[src/include/hwpe_ctrl_params.svh]
`ifndef HWPE_CTRL_PARAMS_SVH
`define HWPE_CTRL_PARAMS_SVH

// Sizing of the control slave
`define HWPE_N_CONTEXT  2
`define HWPE_N_CORES    4
`define HWPE_N_JOB_REGS 8
`define HWPE_DATA_W     32
`define HWPE_ADDR_W     8

// Register map, word addresses
`define HWPE_REG_TRIGGER   0   // Write commits, zero data also triggers
`define HWPE_REG_ACQUIRE   1   // Test-and-set read
`define HWPE_REG_STATUS    3
`define HWPE_REG_SOFTCLEAR 4
`define HWPE_REG_JOB_BASE  8

// Acquire result when no context can be granted
`define HWPE_ACQUIRE_BUSY {`HWPE_DATA_W{1'b1}}

`endif

[src/hdl/hwpe_ctrl_pkg.sv]
`include "hwpe_ctrl_params.svh"

package hwpe_ctrl_pkg;

  typedef logic [$clog2(`HWPE_N_CONTEXT)-1:0]  ctx_idx_t;
  typedef logic [$clog2(`HWPE_N_CORES)-1:0]    core_idx_t;
  typedef logic [$clog2(`HWPE_N_JOB_REGS)-1:0] job_idx_t;

  // Needs to hold 0 up to N_CONTEXT
  typedef logic [$clog2(`HWPE_N_CONTEXT+1)-1:0] pending_t;

  typedef logic [`HWPE_DATA_W-1:0] data_t;

  // Register set of one context
  typedef data_t [`HWPE_N_JOB_REGS-1:0] job_regs_t;

  typedef enum logic [2:0] {
    OP_NONE,
    OP_TRIGGER,    // Commit, or commit and trigger
    OP_ACQUIRE,
    OP_STATUS,
    OP_SOFTCLEAR,
    OP_JOB_WR,
    OP_JOB_RD
  } cfg_op_e;

endpackage

[src/hdl/cfg_bus_if.sv]
`timescale 1ns/1ps
`include "hwpe_ctrl_params.svh"

// Decoded register operations, one per APB access
interface cfg_bus_if
  import hwpe_ctrl_pkg::*;
();

  logic      valid;      // One cycle, on the access edge
  cfg_op_e   op;
  job_idx_t  job_idx;
  data_t     wdata;
  core_idx_t core;

  // Return path to the decoder
  data_t     acq_grant;  // Granted context or busy code
  data_t     rdata_job;

  modport decoder (
    output valid, op, job_idx, wdata, core,
    input  acq_grant, rdata_job
  );

  modport job (
    input  valid, op, job_idx, wdata, core,
    output acq_grant, rdata_job
  );

endinterface

[src/hdl/apb_cfg_decoder.sv]
`timescale 1ns/1ps
`include "hwpe_ctrl_params.svh"

module apb_cfg_decoder
  import hwpe_ctrl_pkg::*;
(
  input  logic                    clk_i,
  input  logic                    rst_ni,
  input  logic                    psel_i,
  input  logic                    penable_i,
  input  logic                    pwrite_i,
  input  logic [`HWPE_ADDR_W-1:0] paddr_i,
  input  data_t                   pwdata_i,
  input  core_idx_t               core_id_i,
  output data_t                   prdata_o,
  output logic                    pready_o,
  output logic                    pslverr_o,
  input  pending_t                pending_i,    // For the status word
  input  logic                    busy_i,
  cfg_bus_if.decoder              bus
);

  localparam int unsigned WORD_W = `HWPE_ADDR_W - 2;
  localparam logic [WORD_W-1:0] JOB_FIRST = WORD_W'(`HWPE_REG_JOB_BASE);
  localparam logic [WORD_W-1:0] JOB_LAST =
    WORD_W'(`HWPE_REG_JOB_BASE + `HWPE_N_JOB_REGS - 1);
  localparam int unsigned STATUS_BUSY_BIT = 8;

  logic [WORD_W-1:0] word_addr;
  logic              access;
  logic              access_q;
  logic              err;
  cfg_op_e           op;
  data_t             status_word;

  assign word_addr = paddr_i[`HWPE_ADDR_W-1:2];

  // Only the first edge of an access phase counts
  assign access = psel_i & penable_i & ~access_q;

  always_ff @(posedge clk_i or negedge rst_ni) begin
    if (!rst_ni) begin
      access_q <= 1'b0;
    end else begin
      access_q <= access;
    end
  end

  always_comb begin
    op  = OP_NONE;
    err = 1'b0;
    if (word_addr >= JOB_FIRST && word_addr <= JOB_LAST) begin
      op = pwrite_i ? OP_JOB_WR : OP_JOB_RD;
    end else begin
      case (word_addr)
        WORD_W'(`HWPE_REG_TRIGGER):   op = pwrite_i ? OP_TRIGGER : OP_NONE;
        WORD_W'(`HWPE_REG_ACQUIRE):   op = pwrite_i ? OP_NONE : OP_ACQUIRE;
        WORD_W'(`HWPE_REG_STATUS):    op = pwrite_i ? OP_NONE : OP_STATUS;
        WORD_W'(`HWPE_REG_SOFTCLEAR): op = pwrite_i ? OP_SOFTCLEAR : OP_NONE;
        default:                      err = 1'b1;   // Hole in the map
      endcase
    end
  end

  assign bus.valid   = access & (op != OP_NONE);
  assign bus.op      = op;
  assign bus.job_idx = job_idx_t'(word_addr - JOB_FIRST);
  assign bus.wdata   = pwdata_i;
  assign bus.core    = core_id_i;

  always_comb begin
    status_word = '0;
    status_word[$bits(pending_t)-1:0] = pending_i;
    status_word[STATUS_BUSY_BIT]      = busy_i;
  end

  always_comb begin
    case (op)
      OP_ACQUIRE: prdata_o = bus.acq_grant;
      OP_STATUS:  prdata_o = status_word;
      OP_JOB_RD:  prdata_o = bus.rdata_job;
      default:    prdata_o = '0;
    endcase
  end

  assign pready_o  = 1'b1;      // No wait states
  assign pslverr_o = access & err;

endmodule

[src/hdl/hwpe_ctrl_top.sv]
`timescale 1ns/1ps
`include "hwpe_ctrl_params.svh"

module hwpe_ctrl_top
  import hwpe_ctrl_pkg::*;
(
  input  logic                     clk_i,
  input  logic                     rst_ni,
  // APB slave
  input  logic                     psel_i,
  input  logic                     penable_i,
  input  logic                     pwrite_i,
  input  logic [`HWPE_ADDR_W-1:0]  paddr_i,
  input  data_t                    pwdata_i,
  output data_t                    prdata_o,
  output logic                     pready_o,
  output logic                     pslverr_o,
  input  core_idx_t                core_id_i,
  // Engine side
  input  logic                     done_i,
  output logic                     start_o,
  output logic                     busy_o,
  output logic                     clear_o,
  output job_regs_t                job_regs_o,
  output logic [`HWPE_N_CORES-1:0] evt_o
);

  ctx_idx_t  pointer_ctx;
  ctx_idx_t  running_ctx;
  pending_t  pending;
  logic      full;
  logic      commit;
  logic      trigger;
  core_idx_t owner_core;
  logic      done_ack;
  logic      clear_regs;

  cfg_bus_if u_cfg_bus ();

  apb_cfg_decoder u_apb_cfg_decoder (
    .clk_i     (clk_i),
    .rst_ni    (rst_ni),
    .psel_i    (psel_i),
    .penable_i (penable_i),
    .pwrite_i  (pwrite_i),
    .paddr_i   (paddr_i),
    .pwdata_i  (pwdata_i),
    .core_id_i (core_id_i),
    .prdata_o  (prdata_o),
    .pready_o  (pready_o),
    .pslverr_o (pslverr_o),
    .pending_i (pending),
    .busy_i    (busy_o),
    .bus       (u_cfg_bus)
  );

  job_context_tracker u_job_context_tracker (
    .clk_i         (clk_i),
    .rst_ni        (rst_ni),
    .clear_i       (clear_o),
    .done_ack_i    (done_ack),
    .bus           (u_cfg_bus),
    .pointer_ctx_o (pointer_ctx),
    .running_ctx_o (running_ctx),
    .pending_o     (pending),
    .full_o        (full),
    .commit_o      (commit),
    .trigger_o     (trigger),
    .owner_core_o  (owner_core)
  );

  job_run_fsm u_job_run_fsm (
    .clk_i         (clk_i),
    .rst_ni        (rst_ni),
    .done_i        (done_i),
    .commit_i      (commit),
    .trigger_i     (trigger),
    .full_i        (full),
    .pointer_ctx_i (pointer_ctx),
    .running_ctx_i (running_ctx),
    .owner_core_i  (owner_core),
    .bus           (u_cfg_bus),
    .start_o       (start_o),
    .busy_o        (busy_o),
    .done_ack_o    (done_ack),
    .evt_o         (evt_o),
    .clear_o       (clear_o),
    .clear_regs_o  (clear_regs)
  );

  job_regfile u_job_regfile (
    .clk_i         (clk_i),
    .rst_ni        (rst_ni),
    .clear_i       (clear_regs),
    .pointer_ctx_i (pointer_ctx),
    .running_ctx_i (running_ctx),
    .bus           (u_cfg_bus),
    .job_regs_o    (job_regs_o)
  );

endmodule

[src/hdl/job_context_tracker.sv]
`timescale 1ns/1ps
`include "hwpe_ctrl_params.svh"

module job_context_tracker
  import hwpe_ctrl_pkg::*;
(
  input  logic      clk_i,
  input  logic      rst_ni,
  input  logic      clear_i,
  input  logic      done_ack_i,
  cfg_bus_if.job    bus,
  output ctx_idx_t  pointer_ctx_o,   // Context being programmed
  output ctx_idx_t  running_ctx_o,   // Context the engine works on
  output pending_t  pending_o,
  output logic      full_o,
  output logic      commit_o,
  output logic      trigger_o,
  output core_idx_t owner_core_o
);

  typedef enum logic {CTX_IDLE, CTX_PROGRAM} ctx_state_e;

  ctx_state_e ctx_state_q;
  ctx_idx_t   pointer_q;
  ctx_idx_t   running_q;
  pending_t   pending_q;
  core_idx_t  owner_q [`HWPE_N_CONTEXT];
  logic       full;
  logic       can_grant;
  logic       grant;
  logic       commit;

  function automatic ctx_idx_t next_ctx(ctx_idx_t ctx);
    return (ctx == ctx_idx_t'(`HWPE_N_CONTEXT - 1)) ? '0 : ctx + 1'b1;
  endfunction

  assign full      = (pending_q == pending_t'(`HWPE_N_CONTEXT));
  assign can_grant = ~full & (ctx_state_q == CTX_IDLE);
  assign grant     = bus.valid & (bus.op == OP_ACQUIRE) & can_grant;
  assign commit    = bus.valid & (bus.op == OP_TRIGGER) & ~full;   // Dropped when full

  assign bus.acq_grant = can_grant ? data_t'(pointer_q) : `HWPE_ACQUIRE_BUSY;

  always_ff @(posedge clk_i or negedge rst_ni) begin
    if (!rst_ni) begin
      pointer_q <= '0;
      running_q <= '0;
      pending_q <= '0;
    end else if (clear_i) begin
      pointer_q <= '0;
      running_q <= '0;
      pending_q <= '0;
    end else begin
      if (commit)
        pointer_q <= next_ctx(pointer_q);
      if (done_ack_i)
        running_q <= next_ctx(running_q);
      if (commit && !done_ack_i)
        pending_q <= pending_q + 1'b1;
      else if (!commit && done_ack_i)
        pending_q <= pending_q - 1'b1;
    end
  end

  // Critical section, from granted acquire to commit
  always_ff @(posedge clk_i or negedge rst_ni) begin
    if (!rst_ni) begin
      ctx_state_q <= CTX_IDLE;
    end else if (clear_i) begin
      ctx_state_q <= CTX_IDLE;
    end else begin
      case (ctx_state_q)
        CTX_IDLE:    if (grant) ctx_state_q <= CTX_PROGRAM;
        CTX_PROGRAM: if (commit) ctx_state_q <= CTX_IDLE;
        default:     ctx_state_q <= CTX_IDLE;
      endcase
    end
  end

  always_ff @(posedge clk_i) begin
    if (commit)
      owner_q[pointer_q] <= bus.core;   // Who gets the done event
  end

  assign pointer_ctx_o = pointer_q;
  assign running_ctx_o = running_q;
  assign pending_o     = pending_q;
  assign full_o        = full;
  assign commit_o      = commit;
  assign trigger_o     = bus.valid & (bus.op == OP_TRIGGER) & (bus.wdata == '0);
  assign owner_core_o  = owner_q[running_q];

endmodule

[src/hdl/job_regfile.sv]
`timescale 1ns/1ps
`include "hwpe_ctrl_params.svh"

module job_regfile
  import hwpe_ctrl_pkg::*;
(
  input  logic      clk_i,
  input  logic      rst_ni,
  input  logic      clear_i,
  input  ctx_idx_t  pointer_ctx_i,
  input  ctx_idx_t  running_ctx_i,
  cfg_bus_if.job    bus,
  output job_regs_t job_regs_o
);

  job_regs_t regs_q [`HWPE_N_CONTEXT];
  logic      job_wr;

  assign job_wr = bus.valid & (bus.op == OP_JOB_WR);

  always_ff @(posedge clk_i or negedge rst_ni) begin
    if (!rst_ni) begin
      for (int c = 0; c < `HWPE_N_CONTEXT; c++)
        regs_q[c] <= '0;
    end else if (clear_i) begin
      for (int c = 0; c < `HWPE_N_CONTEXT; c++)
        regs_q[c] <= '0;
    end else if (job_wr) begin
      regs_q[pointer_ctx_i][bus.job_idx] <= bus.wdata;   // Context being programmed
    end
  end

  // Core sees the context it programs, engine the one it runs
  assign bus.rdata_job = regs_q[pointer_ctx_i][bus.job_idx];
  assign job_regs_o    = regs_q[running_ctx_i];

endmodule

[src/hdl/job_run_fsm.sv]
`timescale 1ns/1ps
`include "hwpe_ctrl_params.svh"

module job_run_fsm
  import hwpe_ctrl_pkg::*;
(
  input  logic                     clk_i,
  input  logic                     rst_ni,
  input  logic                     done_i,
  input  logic                     commit_i,
  input  logic                     trigger_i,
  input  logic                     full_i,
  input  ctx_idx_t                 pointer_ctx_i,
  input  ctx_idx_t                 running_ctx_i,
  input  core_idx_t                owner_core_i,
  cfg_bus_if.job                   bus,
  output logic                     start_o,
  output logic                     busy_o,
  output logic                     done_ack_o,
  output logic [`HWPE_N_CORES-1:0] evt_o,
  output logic                     clear_o,
  output logic                     clear_regs_o
);

  typedef enum logic [1:0] {RUN_IDLE, RUN_STARTING, RUN_RUN} run_state_e;

  run_state_e      state_q;
  logic            trig_q;       // Trigger remembered for queued jobs
  logic            jobs_avail;
  logic            go;
  logic            sc_wr;
  logic [1:0]      sc_req;
  logic [1:0][1:0] sc_cnt_q;
  logic [1:0]      sc_out_q;

  // A commit in this cycle counts as a queued job
  assign jobs_avail = (running_ctx_i != pointer_ctx_i) | full_i | commit_i;
  assign go         = (trigger_i | trig_q) & jobs_avail;
  assign busy_o     = (state_q != RUN_IDLE);
  assign done_ack_o = done_i & busy_o;

  always_ff @(posedge clk_i or negedge rst_ni) begin
    if (!rst_ni) begin
      state_q <= RUN_IDLE;
      trig_q  <= 1'b0;
      start_o <= 1'b0;
      evt_o   <= '0;
    end else if (clear_o) begin
      state_q <= RUN_IDLE;
      trig_q  <= 1'b0;
      start_o <= 1'b0;
      evt_o   <= '0;
    end else begin
      if (trigger_i)
        trig_q <= 1'b1;
      else if (state_q == RUN_IDLE && !jobs_avail)
        trig_q <= 1'b0;
      start_o <= (state_q == RUN_STARTING);
      evt_o   <= done_ack_o ? (`HWPE_N_CORES'(1) << owner_core_i) : '0;
      case (state_q)
        RUN_IDLE:     if (go) state_q <= RUN_STARTING;
        RUN_STARTING: state_q <= RUN_RUN;
        RUN_RUN:      if (done_ack_o) state_q <= RUN_IDLE;
        default:      state_q <= RUN_IDLE;
      endcase
    end
  end

  // Counter 0 drives clear_o, counter 1 the register clear on zero data
  assign sc_wr  = bus.valid & (bus.op == OP_SOFTCLEAR);
  assign sc_req = {sc_wr & (bus.wdata == '0), sc_wr};

  always_ff @(posedge clk_i or negedge rst_ni) begin
    if (!rst_ni) begin
      sc_cnt_q <= '0;
      sc_out_q <= '0;
    end else begin
      for (int i = 0; i < 2; i++) begin
        if (sc_cnt_q[i] == 2'd0 && sc_req[i])
          sc_cnt_q[i] <= 2'd1;
        else if (sc_cnt_q[i] != 2'd0)
          sc_cnt_q[i] <= sc_cnt_q[i] + 2'd1;    // Wraps to zero after three
        sc_out_q[i] <= |sc_cnt_q[i];
      end
    end
  end

  assign clear_o      = sc_out_q[0];
  assign clear_regs_o = sc_out_q[1];

endmodule

[config.mk]
export PLATFORM = sky130hd
export DESIGN_NAME = hwpe_ctrl_top
export DESIGN_NICKNAME = d
export VERILOG_FILES = /design/src/hdl/hwpe_ctrl_pkg.sv /design/src/hdl/cfg_bus_if.sv /design/src/hdl/apb_cfg_decoder.sv /design/src/hdl/hwpe_ctrl_top.sv /design/src/hdl/job_context_tracker.sv /design/src/hdl/job_regfile.sv /design/src/hdl/job_run_fsm.sv
export VERILOG_INCLUDE_DIRS = /design/src /design/src/include
export SDC_FILE = /design/constraint.sdc
export NUM_CORES = 1
export LEC_CHECK = 0
export BUFFER_PORTS_ARGS = -buffer_cell sky130_fd_sc_hd__buf_2
export CAP_MARGIN = 0
export CORE_ASPECT_RATIO = 0.75
export CORE_MARGIN = 2
export CORE_UTILIZATION = 50
export CTS_BUF_LIST = sky130_fd_sc_hd__clkbuf_8
export DETAILED_ROUTE_END_ITERATION = 12
export GPL_TIMING_DRIVEN = 0
export PLACE_DENSITY = 0.7
export SYNTH_ARGS = -nofsm -noshare
export SYNTH_HDL_FRONTEND = slang
export SYNTH_SLANG_ARGS = --single-unit
export TNS_END_PERCENT = 30
[constraint.sdc]
create_clock -name clk_i -period 2.7 [get_ports clk_i]
set_input_delay 0.135 -clock clk_i [delete_from_list [all_inputs] [get_ports clk_i]]
set_output_delay 0.135 -clock clk_i [all_outputs]
set_load 0.02 [all_outputs]
Word-level counts from Yosys, hierarchy flattened
Memories as Yosys holds them, arrays and structs flattened.
Cells that the tools add are included.
Word-level totals
  memories kept: 1
  output and inout port bits: 297
  logic and storage cells: 168
  memory bits (writable): 4
  flip-flop bits (word level): 532
Operators by class
  equality and inequality tests: 15
  muxes and demuxes: 55
  order comparisons: 7
  shifts and indexed selects: 1
  bitwise gates (word level): 23
  $add $sub $neg: 7
  reductions and logical operators: 31
Memory list
  u_job_context_tracker.owner_q: depth 2, width 2, rd ports 1, clocked after memory_dff 0, wr ports 1, line job_context_tracker.sv:27  | core_idx_t owner_q [`HWPE_N_CONTEXT];
Operators by type and width (number)
  $mux 256: 7
  $mux 512: 2
  $bwmux 512: 1
  $demux 256 s1: 1
  $bmux 32 s3: 1
  $demux 32 s3: 1
  $mux 32: 3
  $pmux 32 s3: 1
  $logic_not 32->1: 1
  $mux 2: 13
  $mux 1: 18
  $reduce_bool 2->1: 8
  $and 1x1->1: 15
  $pmux 3 s4: 1
  $eq 3x3->1 const B: 3
  $reduce_bool 3->1: 3
  $logic_and 1x1->1: 8
  $mux 4: 2
  $add 2x1->2 const B: 3
  $eq 3x2->1 const B: 2
  $eq 6x1->1 const B: 1
  $eq 6x2->1 const B: 1
  $eq 6x3->1 const B: 1
  $ge 6x4->1 const B: 1
  other kinds (27): 41

Longest topological paths before layout
  word-level depth: 13
  gate-level depth with buffers: 8

Worst setup path after synthesis
No wires, ideal clock.
  path type: register to output
  start: register u_job_context_tracker.pointer_q (netlist: u_job_context_tracker.pointer_ctx_o)
  end: output prdata_o[10]
  slack: 690 ps
  cell stages (with the launch flop): 7
  arrival: 1875 ps
  path through: dfrtp_1 buf_6 buf_2 buf_2 mux4_2 mux2i_1 o221ai_1
Between the ends
  word-level cells in the longest chain between the ends: 7
Ends and longest elaborated chain
  start, declared: line job_context_tracker.sv:24  | ctx_idx_t pointer_q;
  start signal, assigned: line job_context_tracker.sv:55  | pointer_q <= next_ctx(pointer_q);
  $not 1->2 (implied by the code): line job_regfile.sv:34  | assign bus.rdata_job = regs_q[pointer_ctx_i][bus.job_idx];
  $mux 256 (implied by the code) (3 in series): line job_regfile.sv:34
  $bmux 32 s3: line job_regfile.sv:34
  $mux 32 (implied by the code): line job_regfile.sv:34
  $pmux 32 s3: line apb_cfg_decoder.sv:78  | case (op)
  end, declared: line hwpe_ctrl_top.sv:15  | output data_t prdata_o,
Every way passes these cells. The select of a mux whose other input is x is not followed.

Final worst setup path
  start: register u_job_context_tracker.pointer_q (netlist: u_job_context_tracker.pointer_ctx_o)
  end: output prdata_o[29]
Same word-level chain as after synthesis.

==> results.txt <==
Outcome: finished with violations
Failing checks: capacitance limit, slew limit, setup timing
Final Cell Area: 35100 µm²
DRC: 0
First-pass GRT wire length: 185000 µm
Clock buffer count from CTS: 90
Pre-antenna DRT Iters: 7
Via density: 6.59
Final Hold Viols: 0
Final period util: 1.15
Routed Wire Length: 134000 µm
CTS root buf: clkbuf_8
CP endpoint kind: output port
PwrDens: 504 nW/µm²
Max Slew Vio Count: 11
Minimum clock period: 3.09 ns
Yosys Warn Count: 0
R2R Path End: u_job_regfile.regs_q[167]$_DFFE_PN0P_
Synth Cell Area: 29100 µm²
Syn_nets: 3059
Placed cells: 4102
Largest net degree at the start of global routing: 116
Mux cell area share after synthesis: 0.222
Longest Clk Path Bufs: 3
Fillers: 4897
Vias post-DR: 28572
Number of synthesized flops with an enable pin: 4
Top-area cell type share of the netlist area: 0.458
Placed instance area: 31800 µm²
Core footprint: 57400 µm²
Area growth syn-to-layout: 20.8%
Reg-to-reg slack, setup: -0.31 ns
Largest family of logic cells by synthesized area: multiplexers
Worst reg2reg startpoint: u_job_context_tracker.pointer_ctx_o$_DFFE_PN0P_
Layout cell share with drive strength beyond 1: 0.312
Relative slew slack: -0.0671
Dpl hpwl: 90200 µm
Ys flop type: dfrtp_1
Hold path start: pwrite_i
Number of global-route vias before repair: 26163
Initial antenna violation count: 6
Total Power: 17.7 mW
Nets: 3541
Hold Path Sink: u_job_regfile.regs_q[97]$_DFFE_PN0P_
Synth top cells by count: nand2_1, dfrtp_1, a21oi_1
Cell variety after synth: 48
RSZ-0062 raised after global routing: yes
Max VDD drop: 0.369 mV
Synth Area in Compound Gates: 0.103
Iter 0 DRT Violations: 4908
I/O pin cnt: 345
Global Route Usage Sum: 0.439
Ys async rst share: 0.993
XOR/XNOR Fraction of Synth Area: 0.00120
Die ar.: 60100 µm²
Top-count cell post-synth: nand2_1
Max-cap viol count: 1
Critical path startpoint category: register
Maximum clock rate: 323 MHz
Hold Path Depth: 5
Cells after Synth: 3008
Leak Pwr: 16.0 nW
I/O Buffers: 309
Sequential fraction of the synthesis area: 0.462
Initial Util: 0.506
CTS tree: built
R2R depth: 7
Largest area contributor in the netlist: dfrtp_1
Worst Skew: 0.0524 ns
Setup violators final: 247
Min-Delay Path Class: in -> reg
Die Ht: 213 µm
Htree depth: 3
Post-DRT Antenna Nets: 0
Post-Synth Simple-Gate Area: 0.159
RePlAce Congestion: 1.02
CTS Sinks: 536
Avg Cell Area, Syn: 9.67 µm²
Non-filler cells in the finished layout: 4336
Worst setup path class: reg -> out
FF+latch count, synth: 536
Data required, critical path: 2.57 ns
GR Overflow Total: 0
Synth area leaders: dfrtp_1, nand2_1, mux2_2
Worst path arrival time: 2.96 ns
Crit path max fanout: 10
Fin worst setup slack: -0.395 ns
Clk pin slew, worst setup/hold paths: 0.06 ns
# rows: 76
Die width: 283 µm
Post-Synth Adder-Cell Area: 0.00129
Worst-skew pair later-pin latency: 0.76 ns
Setup WS pre-CTS: -0.766 ns
Worst Max-Slew Pin Slew: 1.60 ns
Routed length per instance: 30.9 µm
[worst max path at each step]
stage	startpoint	endpoint	slack [ns]	cells past startpoint
after floorplan	u_job_context_tracker.pointer_ctx_o$_DFFE_PN0P_	prdata_o[10]	0.69	6
after global placement	rst_ni	u_job_regfile.regs_q[366]$_DFFE_PN0P_	-9.88	1
after detailed placement	u_job_context_tracker.pending_o[1]$_DFFE_PN0P_	prdata_o[12]	-0.77	7
after CTS	u_job_context_tracker.pointer_ctx_o$_DFFE_PN0P_	prdata_o[30]	-0.32	7
after global routing	u_job_context_tracker.pointer_ctx_o$_DFFE_PN0P_	prdata_o[31]	-0.40	8
final	u_job_context_tracker.pointer_ctx_o$_DFFE_PN0P_	prdata_o[29]	-0.39	6
[sequential cells by signal, summed over array words and instances, names as in the netlist]
| register | flops |
|---|---|
| u_job_regfile.regs_q | 512 |
| u_job_run_fsm.evt_o | 4 |
| u_job_run_fsm.trig_q | 1 |
| u_job_context_tracker.pending_o | 2 |
| u_job_run_fsm.sc_out_q | 2 |
| u_job_run_fsm.start_o | 1 |
| u_job_run_fsm.sc_cnt_q | 4 |
| u_job_context_tracker.owner_q | 4 |
| u_apb_cfg_decoder.access_q | 1 |
| u_job_context_tracker.running_ctx_o | 1 |
| u_job_run_fsm.state_q | 2 |
| u_job_context_tracker.pointer_ctx_o | 1 |
| u_job_context_tracker.ctx_state_q | 1 |
[through the flow]
stage	util	TNS [ns]	hold WS, ns
finish	0.612	-28.09	0.0177
global placement	0.550	-5272.34	0.329
global route	0.612	-23.45	0.0363
detailed placement	0.553	-42.81	0.00815
floorplan	-	0	-0.161
CTS	0.604	-11.21	0.00127
[area by class of cell]
cell class	instances	area (µm²)	area share
clock inverter	45	205	0.00584
clock buffer	111	1530	0.0435
buffer	305	1830	0.0520
multi-input combinational	2154	14500	0.413
sequential	536	13400	0.382
inverter	11	41.3	0.00117
tap	780	976	0.0278
antenna	2	5.00	0.000142
timing repair buffer	392	2620	0.0744
[where the power goes]
group | total [mW] | internal (mW) | switching [mW]
logic | 1.97 | 0.683 | 1.28
clock network | 7.39 | 3.69 | 3.70
registers | 8.37 | 8.23 | 0.142
[routing by layer]
metal	vias to the layer above	routed length [µm]	global-route usage
li1	11308	-	-
met1	13879	47600	0.586
met2	2810	52800	0.578
met3	569	24700	0.215
met4	6	9020	0.247
met5	-	68	0.000827
[what timing repair did]
action,in CTS,in global routing
hold buffers,41,0
hold endpoints to repair,453,0
endpoints found under the setup margin,379,297
pin swaps,0,9
gates resized for setup,182,71
gates cloned,2,3
setup buffers,10,22
[worst max-delay path, stage by stage, from the launching register on]
cell	delay, ns
dfrtp_1	0.43
buf_6	0.17
buf_4	0.38
mux4_2	0.61
mux2i_1	0.20
o221ai_2	0.19
buf_4	0.26
[cell usage in the layout (no fill, tap or decap), types with 5 or more instances in the layout]
cell	count
clkinvlp_4	5
nor4_4	12
o221ai_2	19
buf_6	38
clkbuf_1	131
clkbuf_4	24
buf_1	5
nor2_1	18
clkbuf_8	114
buf_2	365
buf_4	43
buf_12	11
mux4_2	128
nand4_1	20
clkinv_2	8
dlygate4sd3_1	40
clkbuf_2	19
mux2i_2	16
o221ai_1	8
mux2i_1	39
mux2_2	260
mux2i_4	9
nor4_1	9
dfrtp_1	531
nand2_1	1032
buf_16	10
a21oi_1	516
inv_1	41
[logic make-up after synthesis]
family	Yosys count
mux	452
simple gates	1128
compound gates	566
other cells	1
fa+ha+maj	3
buf+inv	318
xor+xnor	4
flops	536
(Power assumes the default switching activity.)
